--- src/fp_fmt_pkg.sv ---
// Floating-point format package
// FP32/FP16 widths, canonical NaNs, exception flags and the shared data word views
package fp_fmt_pkg;

  // ---------------------------------------------------------------------------
  // Formats
  // ---------------------------------------------------------------------------
  typedef enum logic {
    FP32 = 1'b0,
    FP16 = 1'b1
  } fp_format_e;

  localparam int unsigned FP32_WIDTH = 32;
  localparam int unsigned FP16_WIDTH = 16;

  // Canonical quiet NaNs as defined by the RISC-V F and Zfh extensions
  localparam logic [FP32_WIDTH-1:0] FP32_CANON_NAN = 32'h7fc0_0000;
  localparam logic [FP16_WIDTH-1:0] FP16_CANON_NAN = 16'h7e00;

  // ---------------------------------------------------------------------------
  // Exception flags
  // ---------------------------------------------------------------------------
  // Same bit order as the fflags CSR, nv is the MSB
  typedef struct packed {
    logic nv;
    logic dz;
    logic of_;
    logic uf;
    logic nx;
  } status_t;

  // ---------------------------------------------------------------------------
  // Data word
  // ---------------------------------------------------------------------------
  // Two FP16 values side by side, lo is lane 0
  typedef struct packed {
    logic [FP16_WIDTH-1:0] hi;
    logic [FP16_WIDTH-1:0] lo;
  } fp16_pair_t;

  // One 32-bit word seen either as a single FP32 value or as two FP16 lanes
  typedef union packed {
    logic [FP32_WIDTH-1:0] fp32;
    fp16_pair_t            fp16;
  } fp_word_u;

endpackage

--- src/minmax_slice_pkg.sv ---
// Min/max slice configuration package
// Data width, lane count, operation encoding and the lane 0 side information
package minmax_slice_pkg;

  localparam int unsigned SLICE_WIDTH = 32;
  localparam int unsigned NUM_LANES   = 2;

  // RISC-V FMIN/FMAX selection
  typedef enum logic {
    MIN = 1'b0,
    MAX = 1'b1
  } minmax_op_e;

  // Side information carried through the lane 0 stage
  // Needed at the output to pack the result word
  typedef struct packed {
    fp_fmt_pkg::fp_format_e fmt;
    logic                   vectorial;
  } aux_t;

endpackage

--- src/slice_operand_split.sv ---
// Operand splitter for the min/max slice
// Cuts both operands into lane operands and checks NaN boxing of scalar FP16
`timescale 1ns/1ps

module slice_operand_split (
  input  fp_fmt_pkg::fp_word_u                 op_a_i,
  input  fp_fmt_pkg::fp_word_u                 op_b_i,
  input  fp_fmt_pkg::fp_format_e               fmt_i,
  input  logic                                 vectorial_i,
  output logic [minmax_slice_pkg::SLICE_WIDTH-1:0] lane0_a_o,
  output logic [minmax_slice_pkg::SLICE_WIDTH-1:0] lane0_b_o,
  output logic [fp_fmt_pkg::FP16_WIDTH-1:0]    lane1_a_o,
  output logic [fp_fmt_pkg::FP16_WIDTH-1:0]    lane1_b_o
);

  logic is_fp16;
  logic scalar_fp16;

  // Lane 0 operand for one input word
  function automatic logic [minmax_slice_pkg::SLICE_WIDTH-1:0] lane0_operand(
    input fp_fmt_pkg::fp_word_u word,
    input logic                 fp16,
    input logic                 check_box
  );
    logic [fp_fmt_pkg::FP16_WIDTH-1:0] half;
    half = word.fp16.lo;
    // An FP16 value without all ones above it is read as the canonical NaN
    if (check_box && (word.fp16.hi != '1)) begin
      half = fp_fmt_pkg::FP16_CANON_NAN;
    end
    if (fp16) begin
      lane0_operand = {{fp_fmt_pkg::FP16_WIDTH{1'b0}}, half};
    end else begin
      lane0_operand = word.fp32;
    end
  endfunction

  // The vectorial flag only means something for FP16
  assign is_fp16     = (fmt_i == fp_fmt_pkg::FP16);
  assign scalar_fp16 = is_fp16 & ~vectorial_i;

  assign lane0_a_o = lane0_operand(op_a_i, is_fp16, scalar_fp16);
  assign lane0_b_o = lane0_operand(op_b_i, is_fp16, scalar_fp16);

  // Upper halves feed lane 1, which only runs for vectorial FP16
  assign lane1_a_o = op_a_i.fp16.hi;
  assign lane1_b_o = op_b_i.fp16.hi;

endmodule

--- src/fp_minmax_lane.sv ---
// Single min/max lane
// Compares two FP32 or FP16 values with RISC-V NaN rules and registers the result
`timescale 1ns/1ps

module fp_minmax_lane #(
  parameter bit HasFp32 = 1'b1
) (
  input  logic                          clk_i,
  input  logic                          arst_n_i,
  input  logic [31:0]                   a_i,
  input  logic [31:0]                   b_i,
  input  minmax_slice_pkg::minmax_op_e  op_i,
  input  fp_fmt_pkg::fp_format_e        fmt_i,
  input  logic [1:0]                    aux_i,
  input  logic                          in_valid_i,
  output logic                          in_ready_o,
  output logic [31:0]                   result_o,
  output fp_fmt_pkg::status_t           status_o,
  output logic [1:0]                    aux_o,
  output logic                          out_valid_o,
  input  logic                          out_ready_i
);

  logic                 is_fp32;
  logic [1:0][31:0]     opnd;
  logic [1:0]           sign;
  logic [1:0][30:0]     mag;
  logic [1:0]           is_zero;
  logic [1:0]           is_nan;
  logic [1:0]           is_snan;
  logic                 a_lt_b;
  logic [31:0]          canon_nan;
  logic [31:0]          result_d;
  fp_fmt_pkg::status_t  status_d;

  logic                 valid_q;
  logic                 load;
  logic [31:0]          result_q;
  fp_fmt_pkg::status_t  status_q;
  logic [1:0]           aux_q;

  // A lane built without FP32 treats every operand as FP16
  assign is_fp32 = HasFp32 && (fmt_i == fp_fmt_pkg::FP32);
  assign opnd    = {b_i, a_i};

  // ---------------------------------------------------------------------------
  // Operand classification
  // ---------------------------------------------------------------------------
  always_comb begin
    for (int i = 0; i < 2; i++) begin
      if (is_fp32) begin
        sign[i]    = opnd[i][31];
        mag[i]     = opnd[i][30:0];
        is_nan[i]  = (&opnd[i][30:23]) & (|opnd[i][22:0]);
        is_snan[i] = is_nan[i] & ~opnd[i][22];
      end else begin
        sign[i]    = opnd[i][15];
        mag[i]     = {16'h0000, opnd[i][14:0]};
        is_nan[i]  = (&opnd[i][14:10]) & (|opnd[i][9:0]);
        is_snan[i] = is_nan[i] & ~opnd[i][9];
      end
      is_zero[i] = (mag[i] == '0);
    end
  end

  // Sign-magnitude ordering, -0 sorts below +0
  always_comb begin
    if (is_zero[0] && is_zero[1]) begin
      a_lt_b = sign[0] & ~sign[1];
    end else if (sign[0] != sign[1]) begin
      a_lt_b = sign[0];
    end else if (sign[0]) begin
      a_lt_b = (mag[0] > mag[1]);
    end else begin
      a_lt_b = (mag[0] < mag[1]);
    end
  end

  assign canon_nan = is_fp32 ? fp_fmt_pkg::FP32_CANON_NAN
                             : {16'h0000, fp_fmt_pkg::FP16_CANON_NAN};

  // ---------------------------------------------------------------------------
  // Selection with NaN rules
  // ---------------------------------------------------------------------------
  always_comb begin
    if (is_nan[0] && is_nan[1]) begin
      result_d = canon_nan;
    end else if (is_nan[0]) begin
      result_d = b_i;
    end else if (is_nan[1]) begin
      result_d = a_i;
    end else if (op_i == minmax_slice_pkg::MIN) begin
      result_d = a_lt_b ? a_i : b_i;
    end else begin
      result_d = a_lt_b ? b_i : a_i;
    end
    // FP16 results sit in the low half
    if (!is_fp32) begin
      result_d[31:16] = '0;
    end
    status_d    = '0;
    status_d.nv = |is_snan;
  end

  // ---------------------------------------------------------------------------
  // Output stage
  // ---------------------------------------------------------------------------
  assign in_ready_o = ~valid_q | out_ready_i;
  assign load       = in_valid_i & in_ready_o;

  always_ff @(posedge clk_i or negedge arst_n_i) begin
    if (!arst_n_i) begin
      valid_q <= 1'b0;
    end else if (in_ready_o) begin
      valid_q <= in_valid_i;
    end
  end

  always_ff @(posedge clk_i) begin
    if (load) begin
      result_q <= result_d;
      status_q <= status_d;
      aux_q    <= aux_i;
    end
  end

  assign result_o    = result_q;
  assign status_o    = status_q;
  assign aux_o       = aux_q;
  assign out_valid_o = valid_q;

endmodule

--- src/slice_result_pack.sv ---
// Result packer for the min/max slice
// Builds the output word from the lane results and merges their flags
`timescale 1ns/1ps

module slice_result_pack (
  input  logic [minmax_slice_pkg::SLICE_WIDTH-1:0] lane0_result_i,
  input  logic [fp_fmt_pkg::FP16_WIDTH-1:0]        lane1_result_i,
  input  fp_fmt_pkg::status_t                      lane0_status_i,
  input  fp_fmt_pkg::status_t                      lane1_status_i,
  input  logic                                     lane1_valid_i,
  input  minmax_slice_pkg::aux_t                   aux_i,
  output fp_fmt_pkg::fp_word_u                     result_o,
  output fp_fmt_pkg::status_t                      status_o
);

  logic                lane1_used;
  fp_fmt_pkg::status_t lane1_status;

  // Lane 1 only contributes to a vectorial FP16 result
  assign lane1_used = lane1_valid_i & aux_i.vectorial;

  // ---------------------------------------------------------------------------
  // Data packing
  // ---------------------------------------------------------------------------
  always_comb begin
    if (aux_i.fmt == fp_fmt_pkg::FP32) begin
      result_o.fp32 = lane0_result_i;
    end else begin
      result_o.fp16.lo = lane0_result_i[fp_fmt_pkg::FP16_WIDTH-1:0];
      // Scalar FP16 or an idle upper lane gets NaN-boxed
      if (lane1_used) begin
        result_o.fp16.hi = lane1_result_i;
      end else begin
        result_o.fp16.hi = '1;
      end
    end
  end

  // ---------------------------------------------------------------------------
  // Status collapse
  // ---------------------------------------------------------------------------
  assign lane1_status = lane1_used ? lane1_status_i : '0;
  assign status_o     = lane0_status_i | lane1_status;

endmodule

--- src/fp_minmax_slice.sv ---
// Packed-SIMD floating-point min/max slice
// Scalar FP32, NaN-boxed scalar FP16 and two-lane vectorial FP16
`timescale 1ns/1ps

module fp_minmax_slice (
  input  logic                                     clk_i,
  input  logic                                     arst_n_i,
  input  logic [minmax_slice_pkg::SLICE_WIDTH-1:0] op_a_i,
  input  logic [minmax_slice_pkg::SLICE_WIDTH-1:0] op_b_i,
  input  minmax_slice_pkg::minmax_op_e             op_i,
  input  fp_fmt_pkg::fp_format_e                   fmt_i,
  input  logic                                     vectorial_i,
  input  logic                                     in_valid_i,
  output logic                                     in_ready_o,
  output logic [minmax_slice_pkg::SLICE_WIDTH-1:0] result_o,
  output fp_fmt_pkg::status_t                      status_o,
  output logic                                     out_valid_o,
  input  logic                                     out_ready_i,
  output logic                                     busy_o
);

  logic [minmax_slice_pkg::SLICE_WIDTH-1:0] lane0_a;
  logic [minmax_slice_pkg::SLICE_WIDTH-1:0] lane0_b;
  logic [fp_fmt_pkg::FP16_WIDTH-1:0]        lane1_a;
  logic [fp_fmt_pkg::FP16_WIDTH-1:0]        lane1_b;

  logic [minmax_slice_pkg::NUM_LANES-1:0]   lane_in_valid;
  logic [minmax_slice_pkg::NUM_LANES-1:0]   lane_in_ready;
  logic [minmax_slice_pkg::NUM_LANES-1:0]   lane_out_valid;
  logic [minmax_slice_pkg::NUM_LANES-1:0]   lane_out_ready;

  logic [minmax_slice_pkg::SLICE_WIDTH-1:0] lane0_result;
  logic [minmax_slice_pkg::SLICE_WIDTH-1:0] lane1_result;
  fp_fmt_pkg::status_t                      lane0_status;
  fp_fmt_pkg::status_t                      lane1_status;

  logic                                     vectorial_op;
  minmax_slice_pkg::aux_t                   aux_data;
  minmax_slice_pkg::aux_t                   lane0_aux;
  fp_fmt_pkg::fp_word_u                     packed_result;

  // ---------------------------------------------------------------------------
  // Input side
  // ---------------------------------------------------------------------------
  assign vectorial_op       = vectorial_i & (fmt_i == fp_fmt_pkg::FP16);
  assign aux_data.fmt       = fmt_i;
  assign aux_data.vectorial = vectorial_op;

  // Upper lane only starts for vectorial work
  assign lane_in_valid[0] = in_valid_i;
  assign lane_in_valid[1] = in_valid_i & vectorial_op;
  assign in_ready_o       = lane_in_ready[0];

  slice_operand_split u_split (
    .op_a_i      ( op_a_i       ),
    .op_b_i      ( op_b_i       ),
    .fmt_i       ( fmt_i        ),
    .vectorial_i ( vectorial_op ),
    .lane0_a_o   ( lane0_a      ),
    .lane0_b_o   ( lane0_b      ),
    .lane1_a_o   ( lane1_a      ),
    .lane1_b_o   ( lane1_b      )
  );

  // ---------------------------------------------------------------------------
  // Lanes
  // ---------------------------------------------------------------------------
  fp_minmax_lane #(
    .HasFp32 ( 1'b1 )
  ) lane0 (
    .clk_i       ( clk_i             ),
    .arst_n_i    ( arst_n_i          ),
    .a_i         ( lane0_a           ),
    .b_i         ( lane0_b           ),
    .op_i        ( op_i              ),
    .fmt_i       ( fmt_i             ),
    .aux_i       ( aux_data          ),
    .in_valid_i  ( lane_in_valid[0]  ),
    .in_ready_o  ( lane_in_ready[0]  ),
    .result_o    ( lane0_result      ),
    .status_o    ( lane0_status      ),
    .aux_o       ( lane0_aux         ),
    .out_valid_o ( lane_out_valid[0] ),
    .out_ready_i ( lane_out_ready[0] )
  );

  // Lane 1 holds only FP16 halves, its side information is not needed
  fp_minmax_lane #(
    .HasFp32 ( 1'b0 )
  ) lane1 (
    .clk_i       ( clk_i              ),
    .arst_n_i    ( arst_n_i           ),
    .a_i         ( {16'h0000, lane1_a} ),
    .b_i         ( {16'h0000, lane1_b} ),
    .op_i        ( op_i               ),
    .fmt_i       ( fmt_i              ),
    .aux_i       ( 2'b00              ),
    .in_valid_i  ( lane_in_valid[1]   ),
    .in_ready_o  ( lane_in_ready[1]   ),
    .result_o    ( lane1_result       ),
    .status_o    ( lane1_status       ),
    .aux_o       (                    ),
    .out_valid_o ( lane_out_valid[1]  ),
    .out_ready_i ( lane_out_ready[1]  )
  );

  // Registered vectorial flag decides whether lane 1 is drained
  assign lane_out_ready[0] = out_ready_i;
  assign lane_out_ready[1] = out_ready_i & lane0_aux.vectorial;

  // ---------------------------------------------------------------------------
  // Output side
  // ---------------------------------------------------------------------------
  slice_result_pack u_pack (
    .lane0_result_i ( lane0_result                              ),
    .lane1_result_i ( lane1_result[fp_fmt_pkg::FP16_WIDTH-1:0] ),
    .lane0_status_i ( lane0_status                              ),
    .lane1_status_i ( lane1_status                              ),
    .lane1_valid_i  ( lane_out_valid[1]                         ),
    .aux_i          ( lane0_aux                                 ),
    .result_o       ( packed_result                             ),
    .status_o       ( status_o                                  )
  );

  assign result_o    = packed_result;
  assign out_valid_o = lane_out_valid[0];
  assign busy_o      = |lane_out_valid;

endmodule

--- config.mk ---
export PLATFORM = sky130hd
export DESIGN_NAME = fp_minmax_slice
export DESIGN_NICKNAME = d
export VERILOG_FILES = /design/src/fp_fmt_pkg.sv /design/src/minmax_slice_pkg.sv /design/src/slice_operand_split.sv /design/src/fp_minmax_lane.sv /design/src/slice_result_pack.sv /design/src/fp_minmax_slice.sv
export SDC_FILE = /design/constraint.sdc
export NUM_CORES = 1
export LEC_CHECK = 0
export BUFFER_PORTS_ARGS = -buffer_cell sky130_fd_sc_hd__buf_4
export CAP_MARGIN = 20
export CORE_ASPECT_RATIO = 0.9
export CORE_MARGIN = 8
export CORE_UTILIZATION = 54
export CTS_BUF_LIST = sky130_fd_sc_hd__clkbuf_4 sky130_fd_sc_hd__clkbuf_8
export DETAILED_ROUTE_END_ITERATION = 16
export PLACE_DENSITY = 0.8
export SETUP_SLACK_MARGIN = 0.05
export SLEW_MARGIN = 30
export SYNTH_ARGS = -nofsm -noshare
export SYNTH_HDL_FRONTEND = slang
export SYNTH_HIERARCHICAL = 1
export SYNTH_SLANG_ARGS = --single-unit
--- constraint.sdc ---
create_clock -name clk_i -period 3.7 [get_ports clk_i]
set_input_delay 0.74 -clock clk_i [delete_from_list [all_inputs] [get_ports clk_i]]
set_output_delay 0.74 -clock clk_i [all_outputs]
set_load 0.02 [all_outputs]
# Word level (Yosys, flattened, before mapping)
# Index checks and enable logic that the tools add are counted.
dict set report totals {
  register_bits 54
  latchBits 0
  ram_bits 0
  rom_bits 0
  inputBits 71
  out_inout_bits 40
  word_cells 109
  n_memories 0
}
dict set report op_classes {
  n_addsub 0
  n_mul 0
  div 0
  order_cmp 4
  eq_ne 4
  shifts 0
  n_mux 33
  bitwise 35
  n_reduce_logical 25
}
# operator count
set ops {}
lappend ops {{2-to-1 mux 32 bit} 9}
lappend ops {{2-to-1 mux 16 bit} 8}
lappend ops {{logical NOT 31 bit} 4}
lappend ops {{2-to-1 mux 31 bit} 3}
lappend ops {{OR reduction 23 bit} 2}
lappend ops {{OR reduction 10 bit} 4}
lappend ops {{inequality test 16 bit (second input constant)} 2}
lappend ops {{> comparator 31 bit} 1}
lappend ops {{less-than comparator 31 bit} 1}
lappend ops {{AND 1 bit} 21}
lappend ops {{AND reduction 5 bit} 4}
lappend ops {{AND reduction 8 bit} 2}
lappend ops {{> comparator 15 bit} 1}
lappend ops {{less-than comparator 15 bit} 1}
lappend ops {{2-to-1 mux 1 bit} 12}
lappend ops {{inverter 1 bit} 11}
lappend ops {{logical AND 1 bit} 6}
lappend ops {{OR reduction 2 bit} 3}
lappend ops {{2-to-1 mux 5 bit} 1}
lappend ops {{bitwise OR 5 bit} 1}
lappend ops {{inequality test 1 bit} 2}
lappend ops {{bitwise OR 1 bit} 2}

# Logic depth before layout (Yosys ltp)
dict set report logic_depth {
  word_depth 16
  mapped_depth 17
  ltp_nobuf 14
}

# Cells and area by module
# Netlist, hierarchy kept.
# module instances cells_per_inst area_per_inst_um2 seq_area_each_um2
set modules_own_cells {}
lappend modules_own_cells {{fp_minmax_lane (lane0)} 1 328 3016.6 1076.0}
lappend modules_own_cells {{fp_minmax_lane (lane1)} 1 159 1632.8 595.6}
lappend modules_own_cells {slice_operand_split 1 112 765.7 0.0}
lappend modules_own_cells {slice_result_pack 1 75 425.4 0.0}
lappend modules_own_cells {fp_minmax_slice 1 5 28.8 0.0}

# Worst setup path before layout
# OpenSTA, ideal clock, no wires.
dict set report synth_path {
  path_type {in2reg}
  from {input vectorial_i}
  to {register lane0.result_q[22], in the netlist lane0/result_o[22] (data pin)}
  setup_time_ps 262
  t_arrival_ps 3756
  t_required_ps 3438
  path_slack_ps -318
  cell_stages 15
  n_path_buf 2
  path_cell_list {and2_1 nor2b_1 o41ai_2 buf_2 and2_1 mux2_2 ha_1 nand2b_1 a221o_1 a211o_1 or3_1 a21oi_1 and4bb_1 buf_6 mux2_1}
}
dict set report synth_via {
  elab_chain_cells 16
  word_cells_on_any_way 43
  classes_between {order compare: 2; eq/ne: 1; mux: 19; bitwise: 9; reduce/logical: 12}
}
# element line
set synth_rtl {}
lappend synth_rtl {{from (decl)} fp_minmax_slice.sv:12} ;# input logic vectorial_i,
lappend synth_rtl {{AND 1 bit *} fp_minmax_slice.sv:45} ;# assign vectorial_op = vectorial_i & (fmt_i == fp_fmt_pkg::FP16);
lappend synth_rtl {{inverter 1 bit *} slice_operand_split.sv:40} ;# assign scalar_fp16 = is_fp16 & ~vectorial_i;
lappend synth_rtl {{AND 1 bit *} slice_operand_split.sv:40}
lappend synth_rtl {{logical AND 1 bit *} slice_operand_split.sv:28} ;# if (check_box && (word.fp16.hi != '1)) begin
lappend synth_rtl {{2-to-1 mux 16 bit *} slice_operand_split.sv:28}
lappend synth_rtl {{2-to-1 mux 32 bit *} slice_operand_split.sv:31} ;# if (fp16) begin
lappend synth_rtl {{via lane0_a (one bit)} fp_minmax_slice.sv:22} ;# logic [minmax_slice_pkg::SLICE_WIDTH-1:0] lane0_a;
lappend synth_rtl {{2-to-1 mux 31 bit} fp_minmax_lane.sv:51} ;# if (is_fp32) begin
lappend synth_rtl {{less-than comparator 31 bit or > comparator 31 bit (tied branches)} {fp_minmax_lane.sv:75, fp_minmax_lane.sv:73}}
lappend synth_rtl {{2-to-1 mux 1 bit} fp_minmax_lane.sv:72} ;# end else if (sign[0]) begin
lappend synth_rtl {{2-to-1 mux 1 bit} fp_minmax_lane.sv:70} ;# end else if (sign[0] != sign[1]) begin
lappend synth_rtl {{2-to-1 mux 1 bit} fp_minmax_lane.sv:68} ;# if (is_zero[0] && is_zero[1]) begin
lappend synth_rtl {{2-to-1 mux 32 bit (on tied branches)} {fp_minmax_lane.sv:93, fp_minmax_lane.sv:95}}
lappend synth_rtl {{2-to-1 mux 32 bit} fp_minmax_lane.sv:92} ;# end else if (op_i == minmax_slice_pkg::MIN) begin
lappend synth_rtl {{2-to-1 mux 32 bit} fp_minmax_lane.sv:90} ;# end else if (is_nan[1]) begin
lappend synth_rtl {{2-to-1 mux 32 bit} fp_minmax_lane.sv:88} ;# end else if (is_nan[0]) begin
lappend synth_rtl {{2-to-1 mux 32 bit *} fp_minmax_lane.sv:86} ;# if (is_nan[0] && is_nan[1]) begin
lappend synth_rtl {{to (signal assigned)} fp_minmax_lane.sv:121} ;# result_q <= result_d;
lappend synth_rtl {{to (decl)} fp_minmax_lane.sv:38} ;# logic [31:0] result_q;
# Mark *: on every way through the listed nets, which the timed path passes. The rest lies on a longest branch.
# A chain may end at the register's enable or synchronous reset.

# Worst setup path after layout
dict set report layout_path {
  from {input op_b_i[24] (netlist bit)}
  to {register lane0.result_q[11], in the netlist lane0/result_o[11] (data pin)}
}
dict set report layout_via {
  elab_chain_cells 14
  word_cells_on_any_way 30
  classes_between {order compare: 2; eq/ne: 2; mux: 14; bitwise: 4; reduce/logical: 8}
}
# element line
set layout_rtl {}
lappend layout_rtl {{from (decl)} fp_minmax_slice.sv:9} ;# input logic [minmax_slice_pkg::SLICE_WIDTH-1:0] op_b_i,
lappend layout_rtl {{inequality test 16 bit *} slice_operand_split.sv:28}
lappend layout_rtl {{logical AND 1 bit *} slice_operand_split.sv:28}
lappend layout_rtl {{2-to-1 mux 16 bit *} slice_operand_split.sv:28}
lappend layout_rtl {{2-to-1 mux 32 bit *} slice_operand_split.sv:31}
lappend layout_rtl {{via lane0_b (one bit)} fp_minmax_slice.sv:23} ;# logic [minmax_slice_pkg::SLICE_WIDTH-1:0] lane0_b;
lappend layout_rtl {{2-to-1 mux 31 bit} fp_minmax_lane.sv:51}
lappend layout_rtl {{less-than comparator 31 bit or > comparator 31 bit (tied branches)} {fp_minmax_lane.sv:75, fp_minmax_lane.sv:73}}
lappend layout_rtl {{2-to-1 mux 1 bit} fp_minmax_lane.sv:72}
lappend layout_rtl {{2-to-1 mux 1 bit} fp_minmax_lane.sv:70}
lappend layout_rtl {{2-to-1 mux 1 bit} fp_minmax_lane.sv:68}
lappend layout_rtl {{2-to-1 mux 32 bit (on tied branches)} {fp_minmax_lane.sv:93, fp_minmax_lane.sv:95}}
lappend layout_rtl {{2-to-1 mux 32 bit} fp_minmax_lane.sv:92}
lappend layout_rtl {{2-to-1 mux 32 bit} fp_minmax_lane.sv:90}
lappend layout_rtl {{2-to-1 mux 32 bit} fp_minmax_lane.sv:88}
lappend layout_rtl {{2-to-1 mux 32 bit *} fp_minmax_lane.sv:86}
lappend layout_rtl {{via lane0.result_d[11]} fp_minmax_lane.sv:33} ;# logic [31:0] result_d;
# Marked as above.

==> flow_summary.yaml <==
status:
  outcome: "complete, but fails checks"
  violations: "setup timing"
power:
  ir_drop_mv: 0.3640
  p_per_area_mw_per_mm2: 270.2
  leakagePower_nw: 3.808
  finalPower_mw: 2.146
cells_and_area:
  drive_gt1_share_pct: 40.37
  antenna_cells: 0
  syn_to_final_growth_pct: 39.72
  nets: 992
  fillers: 696
sta:
  finalSetupViolations: 32
  final_hold_viol_count: 0
  period_minus_slack_ps: 4202
  final.setup_skew_ps: 9.073
  setup_slack_ps: -501.6
  finalCritPeriodShare_pct: 113.6
  relSlewSlack_pct: 42.97
  drv_slew: 0
  tightest_slew_ps: 855.4
  rsz0062_at_grt: "yes"
  max_clock_freq_mhz: 238.0
grt:
  grt_max_degree: 36
  grt_usage_pct: 28.70
  grt_pass1_wl_mm: 31.09
  antenna_found_initial: 1
  grt_pass1_vias: 5779
  grt_overflow: 0
worst_setup_path:
  worstPathArrival_ps: 4250
  crit_type: "in -> reg"
  r2r_slack_ps: 2000
  path_max_fanout: 8
  slowest_stage: "o41ai_4"
  max_stage_delay_ps: 540
  startpoint: "op_b_i[24]"
  worstPathCellList: "buf_6 -> nand4_1 -> o41ai_4 -> buf_6 -> or2b_1 -> inv_2 -> ha_4 -> a21oi_2 -> o21ai_2 -> a221oi_2 -> a21oi_2 -> or3_4 -> a21oi_2 -> and4bb_4 -> buf_6 -> buf_12 -> mux2i_4"
  required_ps: 3750
  end_kind: "flip-flop"
  worstSetupStartpointType: "input pin"
  r2r-start: "lane0/aux_o[0]"
drt:
  vias: 5742
  wl_per_cell_microns: 21.07
  dr.pass1.iters: 5
  first_iter_violations: 642
  ant_nets: 0
  vias_per_cell: 5.736
  drc: 0
  wl_mm: 21.09
synthesis:
  synth_cells: 660
  syn_avg_cell_area_sq_um: 8.614
  synth_warnings: 6
  syn_area_sq_mm: 0.005685
clock_tree:
  holdBufCountCts: 0
  clockBufferDepth: 2
  cts_root_buf: "clkbuf_8"
  clk_pin_slew_ps: 90
  htreeDepth: 2
  clk_latency_ps: 310
  cts_inserted_buffers: 5
  numClockSinks: 54
  cts_tree: "built"
placed_design:
  dp_hpwl_mm: 15.83
  gp_congestion: 0.9574
  port_buffers: 106
  preCtsSetupSlack_ps: -782.6
floorplanning:
  die_h_microns: 113.3
  io_pins: 111
  start_util_pct: 55.48
  die_width_microns: 124.2
  rows: 35
  die_area_sq_mm: 0.01407
  core_region_area_sq_mm: 0.01025
job:
  max_cap_violations: 0
worst_hold_path:
  hp-class: "in -> async"
[metal layers]
metal | part of all wire, % | global-route usage (%)
met5 | 0.071 | 0
met2 | 46 | 44.80
met1 | 40 | 37.89
met4 | 2.6 | 9.271
met3 | 11 | 6.919
[final cells by class]
cell class	instances	area [sq um]	area share (%)
inverter	83	311.5	3.922
clock buffer	5	68.82	0.8663
tap	129	161.4	2.032
multi-input combinational	451	3520	44.31
sequential	54	1612	20.29
clock inverter	3	16.27	0.2048
timing repair buffer	276	2255	28.38
[stage by stage]
stage | cell area [sq um] | std cells | hold WS [ps] | setup TNS [ps] | util (%)
after global routing | 7944 | 1001 | 183.3 | -14340 | 77.52
after global placement | 7321 | 975 | 512.2 | -21200 | 71.44
after detailed placement | 7321 | 975 | 525.1 | -23370 | 71.44
after CTS | 7719 | 997 | 195.0 | -10480 | 75.32
final | 7944 | 1001 | 194.5 | -13320 | 77.52
after floorplan | 5759 | 666 | 444.4 | -6037 | -
[sequential cells by signal, indices dropped and copies added, names as in the netlist]
| name | flops |
|---|---|
| lane0/aux_o | 2 |
| lane0/out_valid_o | 1 |
| lane0/result_o | 32 |
| lane0/status_o | 1 |
| lane1/out_valid_o | 1 |
| lane1/result_o | 16 |
| lane1/status_o | 1 |
[where the power goes]
part	switching, mW	internal (mW)
combinational	0.537	0.537
clock	0.193	0.130
sequential	0.0173	0.731
total	0.748	1.40
[what timing repair did]
action	in CTS	in global routing
endpoints found under the setup margin	32	32
pin swaps	17	16
setup buffers	10	3
gates cloned	4	0
endpoints found under the hold margin	0	0
gates resized for setup	32	39
[critical path: cells and delay by family]
kind	cells	cell delay, ps
compound gates	6	1330
fa+ha+maj	1	210
buf+inv	5	640
mux	1	200
simple gates	4	1130
[path summary, 6_finish.rpt]
check / end / cells after the start
worst max-delay path: lane0/result_o[11] / 17
worst min-delay path: lane1/out_valid_o / 1
worst max register to register: lane1/result_o[11] / 3
worst min register to register: lane1/out_valid_o / 2
max in group asynchronous: lane0/out_valid_o / 1
min in group clk_i: lane1/out_valid_o / 2
[cells in the final DEF (no fill, tap or decap), types with 3 or more instances in the layout]
cell / n
nor2_1: 28
buf_4: 252
nand2b_1: 7
nor3_1: 7
inv_2: 5
o21ai_0: 7
mux2i_2: 3
mux2i_4: 3
nor2b_1: 39
a21oi_1: 19
clkbuf_8: 5
a21o_1: 7
nand4_1: 31
o2bb2ai_1: 9
conb_1: 8
or2b_1: 12
edfxtp_1: 52
a21oi_2: 8
a31oi_1: 16
buf_12: 5
nor4_1: 16
nand3_1: 11
buf_6: 16
and2_1: 18
buf_16: 3
ha_1: 42
mux2i_1: 26
nand2_1: 55
and2_4: 8
ha_4: 8
mux2_4: 7
inv_1: 78
No activity file was read; power rests on OpenSTA's default activity.
